**config.mk**
```make
export PLATFORM = sky130hd
export DESIGN_NAME = uart_echo_top
export DESIGN_NICKNAME = d
export VERILOG_FILES = /design/src/uart_echo_pkg.sv /design/src/uart_echo_top.sv /design/src/echo_control.sv /design/src/line_buffer.sv /design/src/uart_tx.sv /design/src/uart_rx.sv
export VERILOG_INCLUDE_DIRS = /design/src /design/src/src
export SDC_FILE = /design/constraint.sdc
export NUM_CORES = 1
export LEC_CHECK = 0
export BUFFER_PORTS_ARGS = -buffer_cell sky130_fd_sc_hd__buf_2
export CAP_MARGIN = 25
export CORE_AREA = 2 2 303 230
export DETAILED_ROUTE_END_ITERATION = 8
export DIE_AREA = 0 0 305 232
export PLACE_DENSITY = 0.6
export RECOVER_POWER = 25
export SYNTH_ARGS = -nofsm -noshare
export SYNTH_HDL_FRONTEND = slang
export SYNTH_SLANG_ARGS = --single-unit
```
**constraint.sdc**
```tcl
create_clock -name sys_clk -period 4.22 [get_ports sys_clk]
set_clock_uncertainty 0.1 [all_clocks]
set_input_delay 0.844 -clock sys_clk [delete_from_list [all_inputs] [get_ports sys_clk]]
set_output_delay 0.844 -clock sys_clk [all_outputs]
set_load 0.05 [all_outputs]
```
**src/uart_echo_consts.svh**
```systemverilog
// Build constants for the UART echo subsystem.
// Included by every RTL file and by the testbench files; the include
// directory is given on the compile file list.
`ifndef UART_ECHO_CONSTS_SVH
`define UART_ECHO_CONSTS_SVH

// system clocks per serial bit
`define UART_CLKS_PER_BIT 8

// 8N1 on receive, two stop bits on transmit
`define UART_RX_STOP_BITS 1
`define UART_TX_STOP_BITS 2

// three byte times of silence ends a burst
`define ECHO_IDLE_CLKS 240

`define ECHO_BUF_DEPTH 64

// ascii ampersand
`define ECHO_MARKER 8'h26

`endif
```
**src/uart_echo_pkg.sv**
```systemverilog
// Types shared by the echo controller, the line buffer and the top level.
// Referenced by scoped name only.
`default_nettype none

`include "uart_echo_consts.svh"

package uart_echo_pkg;

	// controller states
	typedef enum logic [2:0] {
		ST_IDLE,
		ST_COLLECT,
		ST_MARK,
		ST_SEND,
		ST_FINISH
	} echo_state_t;

	// index and byte count, one bit wider so a full count fits
	typedef logic [$clog2(`ECHO_BUF_DEPTH + 1) - 1 : 0] buf_idx_t;

endpackage

`default_nettype wire

```
**src/uart_echo_top.sv**
```systemverilog
// UART string echo subsystem: receiver, line buffer, echo controller and
// transmitter. Bytes of a burst come back on uart_tx_line followed by "&&".
`timescale 1ns/1ns
`default_nettype none

`include "uart_echo_consts.svh"

module uart_echo_top (
	input  wire  sys_clk,
	input  wire  sys_rst_n,
	input  wire  uart_rx_line,
	output logic uart_tx_line
);

	logic [7:0]              rx_data;
	logic                    rx_vld;
	logic                    buf_we;
	logic                    buf_re;
	uart_echo_pkg::buf_idx_t buf_addr;
	logic [7:0]              buf_wdata;
	logic [7:0]              buf_rdata;
	logic                    tx_req;
	logic [7:0]              tx_data;
	logic                    tx_done;

	uart_rx #(
		.CLKS_PER_BIT (`UART_CLKS_PER_BIT),
		.STOP_BITS    (`UART_RX_STOP_BITS)
	) u_uart_rx (
		.sys_clk   (sys_clk),
		.sys_rst_n (sys_rst_n),
		.rx        (uart_rx_line),
		.rx_data   (rx_data),
		.rx_vld    (rx_vld)
	);

	line_buffer u_line_buffer (
		.sys_clk   (sys_clk),
		.sys_rst_n (sys_rst_n),
		.we        (buf_we),
		.re        (buf_re),
		.addr      (buf_addr),
		.wdata     (buf_wdata),
		.rdata     (buf_rdata)
	);

	echo_control u_echo_control (
		.sys_clk   (sys_clk),
		.sys_rst_n (sys_rst_n),
		.rx_data   (rx_data),
		.rx_vld    (rx_vld),
		.buf_we    (buf_we),
		.buf_re    (buf_re),
		.buf_addr  (buf_addr),
		.buf_wdata (buf_wdata),
		.buf_rdata (buf_rdata),
		.tx_req    (tx_req),
		.tx_data   (tx_data),
		.tx_done   (tx_done)
	);

	uart_tx #(
		.CLKS_PER_BIT (`UART_CLKS_PER_BIT),
		.STOP_BITS    (`UART_TX_STOP_BITS)
	) u_uart_tx (
		.sys_clk   (sys_clk),
		.sys_rst_n (sys_rst_n),
		.tx_data   (tx_data),
		.tx_req    (tx_req),
		.tx        (uart_tx_line),
		.tx_done   (tx_done)
	);

endmodule

`default_nettype wire

```
**src/echo_control.sv**
```systemverilog
// Echo controller. Collects received bytes into the line buffer, and after
// ECHO_IDLE_CLKS of silence appends two markers and sends the line back
// one byte per tx_req/tx_done handshake.
`timescale 1ns/1ns
`default_nettype none

`include "uart_echo_consts.svh"

module echo_control (
	input  wire                     sys_clk,
	input  wire                     sys_rst_n,
	input  logic [7:0]              rx_data,
	input  logic                    rx_vld,
	output logic                    buf_we,
	output logic                    buf_re,
	output uart_echo_pkg::buf_idx_t buf_addr,
	output logic [7:0]              buf_wdata,
	input  logic [7:0]              buf_rdata,
	output logic                    tx_req,
	output logic [7:0]              tx_data,
	input  logic                    tx_done
);

	// two entries stay free for the markers
	localparam uart_echo_pkg::buf_idx_t FILL_MAX =
		uart_echo_pkg::buf_idx_t'(`ECHO_BUF_DEPTH - 2);
	localparam int IDLE_W = $clog2(`ECHO_IDLE_CLKS);
	localparam logic [IDLE_W-1:0] IDLE_LAST = IDLE_W'(`ECHO_IDLE_CLKS - 1);

	uart_echo_pkg::echo_state_t state;
	uart_echo_pkg::buf_idx_t    count;
	uart_echo_pkg::buf_idx_t    rd_idx;
	logic [IDLE_W-1:0]          idle_cnt;
	logic                       accepting;
	logic                       rx_store;
	logic                       timeout;
	logic                       last_byte;

	assign accepting = (state == uart_echo_pkg::ST_IDLE) ||
		(state == uart_echo_pkg::ST_COLLECT);
	assign rx_store  = accepting && rx_vld && (count < FILL_MAX);
	assign timeout   = (state == uart_echo_pkg::ST_COLLECT) && !rx_vld &&
		(idle_cnt == IDLE_LAST);
	assign last_byte = (uart_echo_pkg::buf_idx_t'(rd_idx + 1'b1) == count);

	// first marker on the timeout cycle, second one in mark
	assign buf_we    = rx_store || timeout || (state == uart_echo_pkg::ST_MARK);
	assign buf_wdata = rx_store ? rx_data : `ECHO_MARKER;
	// send owns the address, every other state writes at the count
	assign buf_addr  = (state == uart_echo_pkg::ST_SEND) ? rd_idx : count;

	// rdata stays put until the next read, well past the tx_req pulse
	assign tx_data   = buf_rdata;

	always_ff @(posedge sys_clk or negedge sys_rst_n) begin
		if (!sys_rst_n) begin
			state    <= uart_echo_pkg::ST_IDLE;
			count    <= '0;
			rd_idx   <= '0;
			idle_cnt <= '0;
			buf_re   <= 1'b0;
			tx_req   <= 1'b0;
		end else begin
			buf_re <= 1'b0;
			// read data is ready one cycle after the read
			tx_req <= buf_re;
			if (buf_we)
				count <= count + 1'b1;
			case (state)
				uart_echo_pkg::ST_IDLE: begin
					idle_cnt <= '0;
					if (rx_vld)
						state <= uart_echo_pkg::ST_COLLECT;
				end
				uart_echo_pkg::ST_COLLECT: begin
					// dropped bytes still count as line activity
					if (rx_vld)
						idle_cnt <= '0;
					else if (timeout)
						state <= uart_echo_pkg::ST_MARK;
					else
						idle_cnt <= idle_cnt + 1'b1;
				end
				uart_echo_pkg::ST_MARK: begin
					buf_re <= 1'b1;
					state  <= uart_echo_pkg::ST_SEND;
				end
				uart_echo_pkg::ST_SEND: begin
					if (tx_done) begin
						if (last_byte) begin
							count <= '0;
							state <= uart_echo_pkg::ST_FINISH;
						end else begin
							rd_idx <= rd_idx + 1'b1;
							buf_re <= 1'b1;
						end
					end
				end
				uart_echo_pkg::ST_FINISH: begin
					rd_idx <= '0;
					state  <= uart_echo_pkg::ST_IDLE;
				end
				default: state <= uart_echo_pkg::ST_IDLE;
			endcase
		end
	end

endmodule

`default_nettype wire

```
**src/line_buffer.sv**
```systemverilog
// Single-port byte buffer for the echo line.
// Write on the edge where we is high; rdata is valid the cycle after re.
`timescale 1ns/1ns
`default_nettype none

`include "uart_echo_consts.svh"

module line_buffer (
	input  wire                     sys_clk,
	input  wire                     sys_rst_n,
	input  logic                    we,
	input  logic                    re,
	input  uart_echo_pkg::buf_idx_t addr,
	input  logic [7:0]              wdata,
	output logic [7:0]              rdata
);

	localparam int AW = $clog2(`ECHO_BUF_DEPTH);

	logic [7:0] mem [`ECHO_BUF_DEPTH];

	// the controller never addresses past the last entry
	always_ff @(posedge sys_clk or negedge sys_rst_n) begin
		if (!sys_rst_n) begin
			for (int i = 0; i < `ECHO_BUF_DEPTH; i++)
				mem[i] <= '0;
			rdata <= '0;
		end else begin
			if (we)
				mem[addr[AW-1:0]] <= wdata;
			if (re)
				rdata <= mem[addr[AW-1:0]];
		end
	end

endmodule

`default_nettype wire

```
**src/uart_tx.sv**
```systemverilog
// Serial transmitter: start bit, 8 data bits LSB first, STOP_BITS stop bits.
// tx_req is taken only while idle and latches tx_data; tx_done pulses
// once at the end of the last stop bit.
`timescale 1ns/1ns
`default_nettype none

`include "uart_echo_consts.svh"

module uart_tx #(
	parameter int CLKS_PER_BIT = `UART_CLKS_PER_BIT,
	parameter int STOP_BITS    = `UART_TX_STOP_BITS
) (
	input  wire         sys_clk,
	input  wire         sys_rst_n,
	input  logic [7:0]  tx_data,
	input  logic        tx_req,
	output logic        tx,
	output logic        tx_done
);

	localparam int CNT_W = $clog2(CLKS_PER_BIT);
	localparam logic [CNT_W-1:0] FULL_BIT = CNT_W'(CLKS_PER_BIT - 1);
	// bit 0 is the start bit, the last stop bit follows the 8 data bits
	localparam logic [3:0] LAST_BIT = 4'(8 + STOP_BITS);

	logic             busy;
	logic [CNT_W-1:0] baud_cnt;
	logic [3:0]       bit_cnt;
	logic [7:0]       shift_reg;
	logic             bit_tick;

	assign bit_tick = busy && (baud_cnt == FULL_BIT);

	always_ff @(posedge sys_clk or negedge sys_rst_n) begin
		if (!sys_rst_n) begin
			busy     <= 1'b0;
			baud_cnt <= '0;
			bit_cnt  <= '0;
			tx       <= 1'b1;
			tx_done  <= 1'b0;
		end else begin
			tx_done <= 1'b0;
			if (!busy) begin
				if (tx_req) begin
					busy     <= 1'b1;
					baud_cnt <= '0;
					bit_cnt  <= '0;
					tx       <= 1'b0;
				end
			end else if (bit_tick) begin
				baud_cnt <= '0;
				if (bit_cnt == LAST_BIT) begin
					busy    <= 1'b0;
					tx_done <= 1'b1;
					tx      <= 1'b1;
				end else begin
					bit_cnt <= bit_cnt + 1'b1;
					tx      <= shift_reg[0];
				end
			end else begin
				baud_cnt <= baud_cnt + 1'b1;
			end
		end
	end

	// ones shifted in from the top become the stop bits
	always_ff @(posedge sys_clk) begin
		if (!busy && tx_req)
			shift_reg <= tx_data;
		else if (bit_tick)
			shift_reg <= {1'b1, shift_reg[7:1]};
	end

endmodule

`default_nettype wire

```
**src/uart_rx.sv**
```systemverilog
// Serial receiver, 8 data bits LSB first, no parity.
// Pulses rx_vld for one cycle in the middle of the last stop bit;
// rx_data holds the byte until the next rx_vld.
`timescale 1ns/1ns
`default_nettype none

`include "uart_echo_consts.svh"

module uart_rx #(
	parameter int CLKS_PER_BIT = `UART_CLKS_PER_BIT,
	parameter int STOP_BITS    = `UART_RX_STOP_BITS
) (
	input  wire         sys_clk,
	input  wire         sys_rst_n,
	input  logic        rx,
	output logic [7:0]  rx_data,
	output logic        rx_vld
);

	localparam int CNT_W = $clog2(CLKS_PER_BIT);
	localparam logic [CNT_W-1:0] HALF_BIT = CNT_W'(CLKS_PER_BIT / 2 - 1);
	localparam logic [CNT_W-1:0] FULL_BIT = CNT_W'(CLKS_PER_BIT - 1);
	localparam logic [3:0] LAST_STOP = 4'(STOP_BITS - 1);

	localparam logic [1:0] S_IDLE  = 2'd0;
	localparam logic [1:0] S_START = 2'd1;
	localparam logic [1:0] S_DATA  = 2'd2;
	localparam logic [1:0] S_STOP  = 2'd3;

	logic             rx_meta;
	logic             rx_sync;
	logic [1:0]       state;
	logic [CNT_W-1:0] baud_cnt;
	logic [3:0]       bit_cnt;
	logic             stop_ok;
	logic [7:0]       shift_reg;
	logic             bit_tick;

	// two-flop synchronizer that resets to the idle-high level
	always_ff @(posedge sys_clk or negedge sys_rst_n) begin
		if (!sys_rst_n) begin
			rx_meta <= 1'b1;
			rx_sync <= 1'b1;
		end else begin
			rx_meta <= rx;
			rx_sync <= rx_meta;
		end
	end

	// after the half-bit start phase every tick lands mid-bit
	assign bit_tick = (baud_cnt == FULL_BIT);

	always_ff @(posedge sys_clk or negedge sys_rst_n) begin
		if (!sys_rst_n) begin
			state    <= S_IDLE;
			baud_cnt <= '0;
			bit_cnt  <= '0;
			stop_ok  <= 1'b0;
			rx_data  <= '0;
			rx_vld   <= 1'b0;
		end else begin
			rx_vld <= 1'b0;
			case (state)
				S_IDLE: begin
					baud_cnt <= '0;
					bit_cnt  <= '0;
					if (!rx_sync)
						state <= S_START;
				end
				S_START: begin
					if (baud_cnt == HALF_BIT) begin
						baud_cnt <= '0;
						// a glitch that is gone by mid start bit is ignored
						state <= rx_sync ? S_IDLE : S_DATA;
					end else begin
						baud_cnt <= baud_cnt + 1'b1;
					end
				end
				S_DATA: begin
					if (bit_tick) begin
						baud_cnt <= '0;
						if (bit_cnt == 4'd7) begin
							bit_cnt <= '0;
							stop_ok <= 1'b1;
							state   <= S_STOP;
						end else begin
							bit_cnt <= bit_cnt + 1'b1;
						end
					end else begin
						baud_cnt <= baud_cnt + 1'b1;
					end
				end
				default: begin
					if (bit_tick) begin
						baud_cnt <= '0;
						if (bit_cnt == LAST_STOP) begin
							// framing error drops the byte
							rx_vld <= stop_ok & rx_sync;
							if (stop_ok & rx_sync)
								rx_data <= shift_reg;
							state <= S_IDLE;
						end else begin
							stop_ok <= stop_ok & rx_sync;
							bit_cnt <= bit_cnt + 1'b1;
						end
					end else begin
						baud_cnt <= baud_cnt + 1'b1;
					end
				end
			endcase
		end
	end

	// LSB arrives first
	always_ff @(posedge sys_clk) begin
		if (state == S_DATA && bit_tick)
			shift_reg <= {rx_sync, shift_reg[7:1]};
	end

endmodule

`default_nettype wire

```
### Word level (Yosys, flattened, before mapping)

Cells that the tools add are included.
Widths: inputs -> output; s select.

| storage, ports and cells | value |
|---|---|
| register bits | 594 |
| bits of input ports | 3 |

| operators by class | value |
|---|---|
| add/subtract/negate cells | 7 |
| order comparisons | 3 |
| equality and inequality tests | 28 |
| multiplexer cells | 71 |
| bitwise logic cells | 5 |
| reductions and logical operators | 34 |

Operators with widths:

| kind | number |
|---|---|
| $bwmux 512 | 1 |
| $mux 8 | 8 |
| $bmux 8 s6 | 1 |
| $demux 8 s6 | 1 |
| $mux 7 | 6 |
| $mux 4 | 8 |
| $mux 3 | 10 |
| $mux 1 | 20 |
| $pmux 8 s2 | 1 |
| $add 7x1->7 const B | 2 |
| $mux 2 | 7 |
| $ne 2x2->1 const B | 7 |
| $pmux 7 s2 | 1 |
| $ne 2x1->1 const B | 6 |
| $pmux 3 s4 | 1 |
| $pmux 4 s3 | 1 |
| $reduce_and 4->1 | 3 |
| $reduce_bool 2->1 | 5 |
| $eq 3x2->1 const B | 3 |
| $eq 3x3->1 const B | 3 |
| $add 4x1->4 const B | 2 |
| $add 8x1->8 const B | 1 |
| $eq 8x8->1 const B | 1 |
| $logic_and 1x1->1 | 8 |
| 31 further kinds | 41 |

### Logic depth before layout (Yosys ltp)

Gate-level depths: netlist of the first run.

| logic depth | value |
|---|---|
| word-level depth | 10 |
| gate-level depth with buffers | 12 |

### Modules after synthesis

From an unflattened synthesis of the first run, not the netlist that was laid out.

| second synthesis, totals | value |
|---|---|
| cell total of the unflattened synthesis | 2,101 |
| area total of the unflattened synthesis | 27,941.8 um^2 |

Modules (own cells, without submodules):

| module | instances | cells each | area an instance (um^2) | sequential area each (um^2) |
|---|---|---|---|---|
| line_buffer | 1 | 1,715 | 24,113.1 | 13,012.5 |
| echo_control | 1 | 210 | 1,771.7 | 675.6 |
| uart_rx | 1 | 93 | 1,217.4 | 768.2 |
| uart_tx | 1 | 83 | 839.6 | 491.7 |

### Worst setup path before layout of the first run

No wires, ideal clock.

| timing path | value |
|---|---|
| path type | flip-flop to flip-flop |
| from | register u_echo_control.state[2] |
| to | register u_line_buffer.mem[259] (netlist bit) |
| setup time | 0.125 ns |
| arrival | 2.979 ns |
| data required time | 3.995 ns |
| slack | 1.016 ns |
| cell stages (with the launch flop) | 10 |
| path buffers | 3 |
| clock period less this slack | 3.204 ns |
| cell sequence | dfrtp_1 or4b_1 buf_2 or4_1 clkbuf_1 nand3_1 nand4_1 nor3_1 buf_2 mux2_2 |

| between the ends | value |
|---|---|
| longest elaborated chain between the ends | 8 |
| elaborated cells between the ends (all ways) | 20 |

RTL lines:

| what | line | text |
|---|---|---|
| from (decl) | echo_control.sv:30 | `uart_echo_pkg::echo_state_t state;` |
| from (signal assigned) | echo_control.sv:57 | `state <= uart_echo_pkg::ST_IDLE;` |
| from (signal assigned) | echo_control.sv:73 | `state <= uart_echo_pkg::ST_COLLECT;` |
| from (signal assigned) | echo_control.sv:80 | `state <= uart_echo_pkg::ST_MARK;` |
| $eq 3x2->1 | echo_control.sv:50 | `assign buf_addr = (state == uart_echo_pkg::ST_SEND) ? rd_idx : count;` |
| $mux 6 | echo_control.sv:50 |  |
| $not 6->7 (implied by the code) | line_buffer.sv:30 | `mem[addr[AW-1:0]] <= wdata;` |
| $ge 7x7->1 (implied by the code) or $lt 7x1->1 (tied branches) | line_buffer.sv:30 |  |
| $logic_and 1x1->1 (implied by the code) | line_buffer.sv:30 |  |
| $mux 8 (implied by the code) | line_buffer.sv:30 |  |
| $demux 8 s6 | line_buffer.sv:30 |  |
| $bwmux 512 | line_buffer.sv:30 |  |
| to (signal, indexed assignment) | line_buffer.sv:30 |  |
| to (decl) | line_buffer.sv:20 | `` logic [7:0] mem [`ECHO_BUF_DEPTH]; `` |

Parallel ways exist; a longest one is shown, timed or not.
A chain may end at the register's enable or synchronous reset.

### Worst setup path in the final report of the first run

| timing path | value |
|---|---|
| from | register u_echo_control.state[2] |
| to | register u_line_buffer.mem[268] (netlist bit) |

Same word-level chain as after synthesis.

==> results of run 1 <==
==> cell type report <==
cell class              count  area, um2
flip-flops and latches    594      14900
fillers                  6359      37400
inverters                  19       71.3
multi-input cells        1952      11100
clock buffers              86       1690
clock inverters            17        200
well taps                 892       1120
repair buffers            153       1310
==> worst max-delay path, cell delays in order (launching register included) <==
cell and delay [ns]:
dfrtp_1 0.47, or4b_1 0.71, or4_1 0.62, and3_1 0.37
nor4_4 0.30, buf_4 0.30, nand2_1 0.35, o21ai_0 0.33
==> per-layer routing <==
| metal | GRT usage (%) | vias to the layer above |
|---|---|---|
| met1 | 34.8 | 10600 |
| met5 | 0 | - |
| met4 | 6.87 | 0 |
| met3 | 6.11 | 146 |
| met2 | 34.1 | 846 |
| li1 | - | 9602 |
==> through the flow <==
step | instance area [um2] | std cells
floorplan | 26900 | 2786
global placement | 28500 | 3607
detailed placement | 28600 | 3610
CTS | 30500 | 3713
global route | 30400 | 3713
finish | 30400 | 3713
==> final timing paths <==
kind                                                           from                                 end  slack (ns)  cells after the start
worst max-delay path            u_echo_control.state[2]$_DFFE_PN0P_  u_line_buffer.mem[268]$_DFFE_PN0P_        0.56                      7
worst min-delay path                                   uart_rx_line         u_uart_rx.rx_meta$_DFF_PN1_        0.22                      1
worst max register to register  u_echo_control.state[2]$_DFFE_PN0P_  u_line_buffer.mem[268]$_DFFE_PN0P_        0.56                      7
worst min register to register          u_uart_rx.rx_meta$_DFF_PN1_         u_uart_rx.rx_sync$_DFF_PN1_        0.27                      0
max in group asynchronous                                 sys_rst_n  u_line_buffer.mem[102]$_DFFE_PN0P_        0.70                      3
min in group asynchronous                                 sys_rst_n   u_uart_tx.baud_cnt[0]$_DFFE_PN0P_        0.76                      1
==> logic make-up (layout without fill, tap and decap cells) <==
family | after synthesis | in the layout | share of synthesized area [%]
and+or+nand+nor | 957 | 957 | 14.8
AOI/OAI and AO/OA | 749 | 749 | 15.7
DFF | 594 | 594 | 55.6
buffers and inverters | 240 | 275 | 3.52
muxes | 211 | 211 | 8.99
xor gates and xnor gates | 22 | 22 | 0.870
adders and majority gates | 13 | 13 | 0.605
==> power by group <==
part	switching [mW]	internal [mW]
sequential	0.0516	5.76
combinational	0.215	0.0907
clock	2.26	2.99
total	2.53	8.84
==> cell usage in the layout, fill, tap and decap left out, types with 5 or more instances in the layout <==
master | netlist | layout
o32a_1 | 6 | 6
o21ai_0 | 344 | 344
clkbuf_1 | 150 | 21
buf_12 | 0 | 13
nand2_1 | 662 | 660
a22o_1 | 5 | 5
nand2b_1 | 16 | 16
o2111ai_1 | 5 | 5
nor3_1 | 19 | 19
a32oi_1 | 14 | 14
xor2_1 | 8 | 8
clkbuf_8 | 0 | 15
clkbuf_16 | 0 | 57
clkinv_2 | 0 | 9
a311oi_1 | 6 | 6
a31oi_1 | 18 | 18
a221oi_1 | 40 | 40
and3_1 | 8 | 8
nand4_1 | 14 | 14
a21oi_1 | 256 | 255
xnor2_1 | 11 | 11
dfrtp_1 | 575 | 575
mux4_2 | 10 | 10
nor2b_1 | 7 | 7
buf_4 | 0 | 125
nand3_1 | 43 | 43
and2_1 | 15 | 14
ha_1 | 13 | 13
a22oi_1 | 33 | 33
inv_1 | 19 | 19
mux2_2 | 144 | 143
nor2_1 | 148 | 145
mux2i_1 | 57 | 55
edfxtp_1 | 16 | 16
==> impl_metrics.env, run 1 <==
export IMPL_status="finished, violations left"
export IMPL_violations="capacitance limit, slew limit"
export IMPL_core_area_um2=67800
export IMPL_cp_arrival_ns=4.09
export IMPL_period_needed_ns=3.66
export IMPL_power_density_nw_per_um2=374
export IMPL_initial_core_util_pct=39.7
export IMPL_die_h_um=232
export IMPL_met2_length_um=34900
export IMPL_root_buffer="clkbuf_16"
export IMPL_gp_congestion=0.938
export IMPL_endpoint_kind="flop"
export IMPL_total_power_mw=11.4
export IMPL_cts_buffers=57
export IMPL_largest_reg_flops=512
export IMPL_setup_viol=0
export IMPL_fin_crit_sh_pct=86.8
export IMPL_final_antenna_net_count=0
export IMPL_cts_resized=0
export IMPL_cts_tree="yes"
export IMPL_diodes=0
export IMPL_detail_route_wl_per_cell_um=22.3
export IMPL_cap_violations=2
export IMPL_syn2layout_area_growth_pct=13.1
export IMPL_firstDrtPassIters=6
export IMPL_synth_area_top_cells="dfrtp_1 (53%), nand2_1 (9.2%), o21ai_0 (6.4%)"
export IMPL_cp_start_kind="flop"
export IMPL_synth_seq_cells=594
export IMPL_path_max_fanout=16
export IMPL_async_flop_share_pct=97.3
export IMPL_hold_buffers=0
export IMPL_yosys_area_top_type="dfrtp_1"
export IMPL_power_leakage_nw=13.6
export IMPL_largest_register="u_line_buffer.mem"
export IMPL_grt_overflow=0
export IMPL_cts_sinks=594
export IMPL_worst_pin_slew_ns=2.22
export IMPL_io_buffer_count=3
export IMPL_hp_class="in2reg"
export IMPL_clk_pin_slew_worst_paths_ns=0.06
export IMPL_rows=83
export IMPL_dr_wl_met3_um=8040
export IMPL_dpl_hpwl_um=54300
export IMPL_syn_cell_area_um2=26900
export IMPL_avgSynthCellArea_um2=9.66
export IMPL_vdd_drop_max_mv=0.280
export IMPL_setup_ws_ns=0.558
export IMPL_antenna_found_initial=1
export IMPL_wl_um=82600
export IMPL_grt_usage_pct=23.6
export IMPL_drcViolationCount=0
export IMPL_die_w_um=305
export IMPL_yosysUniqueCellTypes=60
export IMPL_wl_met1_um=37600
export IMPL_clock_path_buffers=3
export IMPL_post_cts_buffers=0
export IMPL_synth_commonest_cells="nand2_1 (662), dfrtp_1 (575), o21ai_0 (344)"
export IMPL_highest_layer="met4"
export IMPL_fin_util_pct=44.9
export IMPL_synth_edf_count=16
export IMPL_required_ns=4.65
export IMPL_place_ws_ns=0.613
export IMPL_drt_iter0_drc=2281
export IMPL_boundaryPins=4
export IMPL_drive_above_1_share_pct=14.6
export IMPL_relSlewSlack_pct=-47.9
export IMPL_worst_hold_slack_ns=0.217
export IMPL_synth_top_area_share_pct=53.5
export IMPL_path_class="reg2reg"
export IMPL_slew_violations=134
export IMPL_vias_per_cell=5.70
export IMPL_htreeDepth=2
export IMPL_tns_ns=0
export IMPL_grt_max_degree=83
export IMPL_fmax_ghz=0.273
export IMPL_synth_flop_cell="dfrtp_1"
export IMPL_grt_pass1_wl_um=129000
export IMPL_finalHoldViolations=0
export IMPL_ys_seq_area_share_pct=55.6
export IMPL_clock_latency_ns=0.64
export IMPL_grt_pass1_vias=20800
export IMPL_fin_nets=2793
export IMPL_vias=21100
export IMPL_dieArea_um2=70800
export IMPL_yosysWarnings=0
export IMPL_synth_cells=2786
export IMPL_rsz0062_at_grt="false"
export IMPL_yosysMostFrequentCell="nand2_1"
export IMPL_synth_nets=2802
(Power assumes the default switching activity.)
==> run 2: changes to the inputs <==
--- a/config.mk
+++ b/config.mk
@@ -8,10 +8,11 @@
 export LEC_CHECK = 0
 export BUFFER_PORTS_ARGS = -buffer_cell sky130_fd_sc_hd__buf_2
 export CAP_MARGIN = 25
-export CORE_AREA = 2 2 303 230
+export CORE_AREA = 2 2 271 206
 export DETAILED_ROUTE_END_ITERATION = 8
-export DIE_AREA = 0 0 305 232
-export PLACE_DENSITY = 0.6
+export DIE_AREA = 0 0 273 208
+export GPL_TIMING_DRIVEN = 0
+export PLACE_DENSITY = 0.71
 export RECOVER_POWER = 25
 export SYNTH_ARGS = -nofsm -noshare
 export SYNTH_HDL_FRONTEND = slang
==> impl_metrics.env, run 2 (synthesis results as in run 1) <==
export IMPL_vias_per_cell=6.41
export IMPL_grt_busiest_layer="met1"
export IMPL_boundaryPins=4
export IMPL_finalHoldViolations=0
export IMPL_use_met1_pct=59.2
export IMPL_drcViolationCount=0
export IMPL_vdd_drop_max_mv=0.314
export IMPL_period_needed_ns=4.30
export IMPL_grt_overflow=0
export IMPL_cts_tree="yes"
export IMPL_power_density_nw_per_um2=378
export IMPL_mostFrequentLayoutCell="nand2_1"
export IMPL_detail_route_wl_per_cell_um=31.1
export IMPL_cp_arrival_ns=4.71
export IMPL_die_w_um=273
export IMPL_wl_um=114000
export IMPL_htreeDepth=2
export IMPL_endpoint_kind="flop"
export IMPL_hp_class="in2reg"
export IMPL_cts_buffers=59
export IMPL_dieArea_um2=56800
export IMPL_largest_reg_flops=512
export IMPL_grt_pass1_wl_um=162000
export IMPL_met3_usage_pct=11.3
export IMPL_num_fill_cells=4794
export IMPL_fin_util_pct=56.5
export IMPL_relSlewSlack_pct=-56.4
export IMPL_io_buffer_count=3
export IMPL_grt_max_degree=123
export IMPL_cts_sinks=594
export IMPL_syn2layout_area_growth_pct=13.6
export IMPL_core_area_um2=54100
export IMPL_hold_buffers=0
export IMPL_final_antenna_net_count=0
export IMPL_fmax_ghz=0.232
export IMPL_setup_viol=3
export IMPL_rows=74
export IMPL_setup_ws_ns=-0.0832
export IMPL_die_h_um=208
export IMPL_grt_usage_pct=40.4
export IMPL_cp_start_kind="flop"
export IMPL_drt_iter0_drc=3238
export IMPL_largest_register="u_line_buffer.mem"
export IMPL_status="finished, violations left"
export IMPL_antenna_found_initial=8
export IMPL_place_ws_ns=-1.37
export IMPL_grt_pass1_vias=22000
export IMPL_violations="capacitance limit, slew limit, setup timing"
export IMPL_clock_latency_ns=0.65
export IMPL_vias=23400
export IMPL_cap_violations=1
export IMPL_r2r_slack_ns=-0.08
export IMPL_slew_violations=82
export IMPL_firstDrtPassIters=7
export IMPL_dpl_hpwl_um=82300
export IMPL_path_class="reg2reg"
export IMPL_clk_pin_slew_worst_paths_ns=0.06
export IMPL_fin_crit_sh_pct=102
export IMPL_gp_congestion=1.03
export IMPL_worst_pin_slew_ns=2.35
export IMPL_mostFrequentLayoutCells="nand2_1 (662), dfrtp_1 (575), o21ai_0 (335), a21oi_1 (253), nor2_1 (148)"
export IMPL_fin_nets=2903
export IMPL_dp_cells=3538
export IMPL_required_ns=4.63
export IMPL_root_buffer="clkbuf_16"
export IMPL_path_max_fanout=10
export IMPL_groute_layer_met2_usage_pct=55.1
export IMPL_finalNonFillerCells=3655
export IMPL_initial_core_util_pct=49.8
export IMPL_rsz0062_at_grt="true"
export IMPL_drive_above_1_share_pct=14.2
export IMPL_power_leakage_nw=13.7
export IMPL_clock_path_buffers=3
## run 2: changes by cell type in the layout (fill, tap and decap cells not counted), moves of 10 or more
cell             delta
buf_2              +48
clkbuf_1          +116
clkdlybuf4s15_2    +11
buf_4             -108
buf_12             -13
buf_8              +10
clkbuf_2           +24
## run 2: worst max-delay path, cell delays in order, from the launching register on
cell      delay (ns)
dfrtp_1         0.45
nand3b_1        0.23
clkbuf_2        0.28
mux2_2          0.38
buf_1           0.77
clkbuf_2        0.57
nor2_1          0.11
a32oi_1         0.49
nand4_1         0.37
o32a_1          0.40
## run 2: final timing paths
check / start / to / cells after the start
max in group asynchronous: sys_rst_n / u_line_buffer.mem[299]$_DFFE_PN0P_ / 3
max reg2reg: u_echo_control.state[2]$_DFFE_PN0P_ / u_line_buffer.rdata[5]$_DFFE_PN0P_ / 9
min in group asynchronous: sys_rst_n / u_uart_tx.baud_cnt[0]$_DFFE_PN0P_ / 1
min: uart_rx_line / u_uart_rx.rx_meta$_DFF_PN1_ / 1
max: u_echo_control.state[2]$_DFFE_PN0P_ / u_line_buffer.rdata[5]$_DFFE_PN0P_ / 9
min reg2reg: u_uart_rx.rx_meta$_DFF_PN1_ / u_uart_rx.rx_sync$_DFF_PN1_ / 0
## run 2: cell type report
class	count	area [um2]	share of cell area, %
flip-flops and latches	594	14900	48.9
multi-input cells	1952	11200	36.5
clock buffers	86	1720	5.62
plain buffers	219	1030	3.36
well taps	722	903	2.95
repair buffers	42	519	1.70
clock inverters	19	220	0.720
inverters	19	71.3	0.233
diodes	2	5.00	0.0164
## run 2: power breakdown
| part | leakage [nW] | total, mW | internal [mW] | switching, mW |
|---|---|---|---|---|
| Combinational | 4.59 | 0.347 | 0.0961 | 0.251 |
| Clock | 0.961 | 5.41 | 3.06 | 2.35 |
| Sequential | 8.18 | 5.78 | 5.76 | 0.0262 |
| Total | 13.7 | 11.5 | 8.91 | 2.63 |
## run 2: what timing repair did
item	in CTS	in global routing
hold endpoints to repair	0	0
cloned	0	0
endpoints found under the setup margin	177	20
pin swaps	3	1
setup buffers	7	1
gates resized for setup	104	59
## run 2: routing by layer
| metal | wire length [um] | share of wire [%] |
|---|---|---|
| met1 | 46900 | 41 |
| met2 | 45800 | 40 |
| met3 | 14700 | 13 |
| met4 | 6430 | 5.7 |
| met5 | 0 | 0 |
## run 2: per-stage QoR
stage	power (mW)	instance area, um2	hold WS [ns]	setup TNS (ns)
floorplan	6.05	26900	0.245	0
global placement	6.21	27800	0.250	-5762.23
detailed placement	6.24	28200	0.260	-54.67
CTS	11.6	30500	0.139	-0.0121
global route	11.8	30600	0.233	-0.00770
finish	11.5	30600	0.233	-0.133
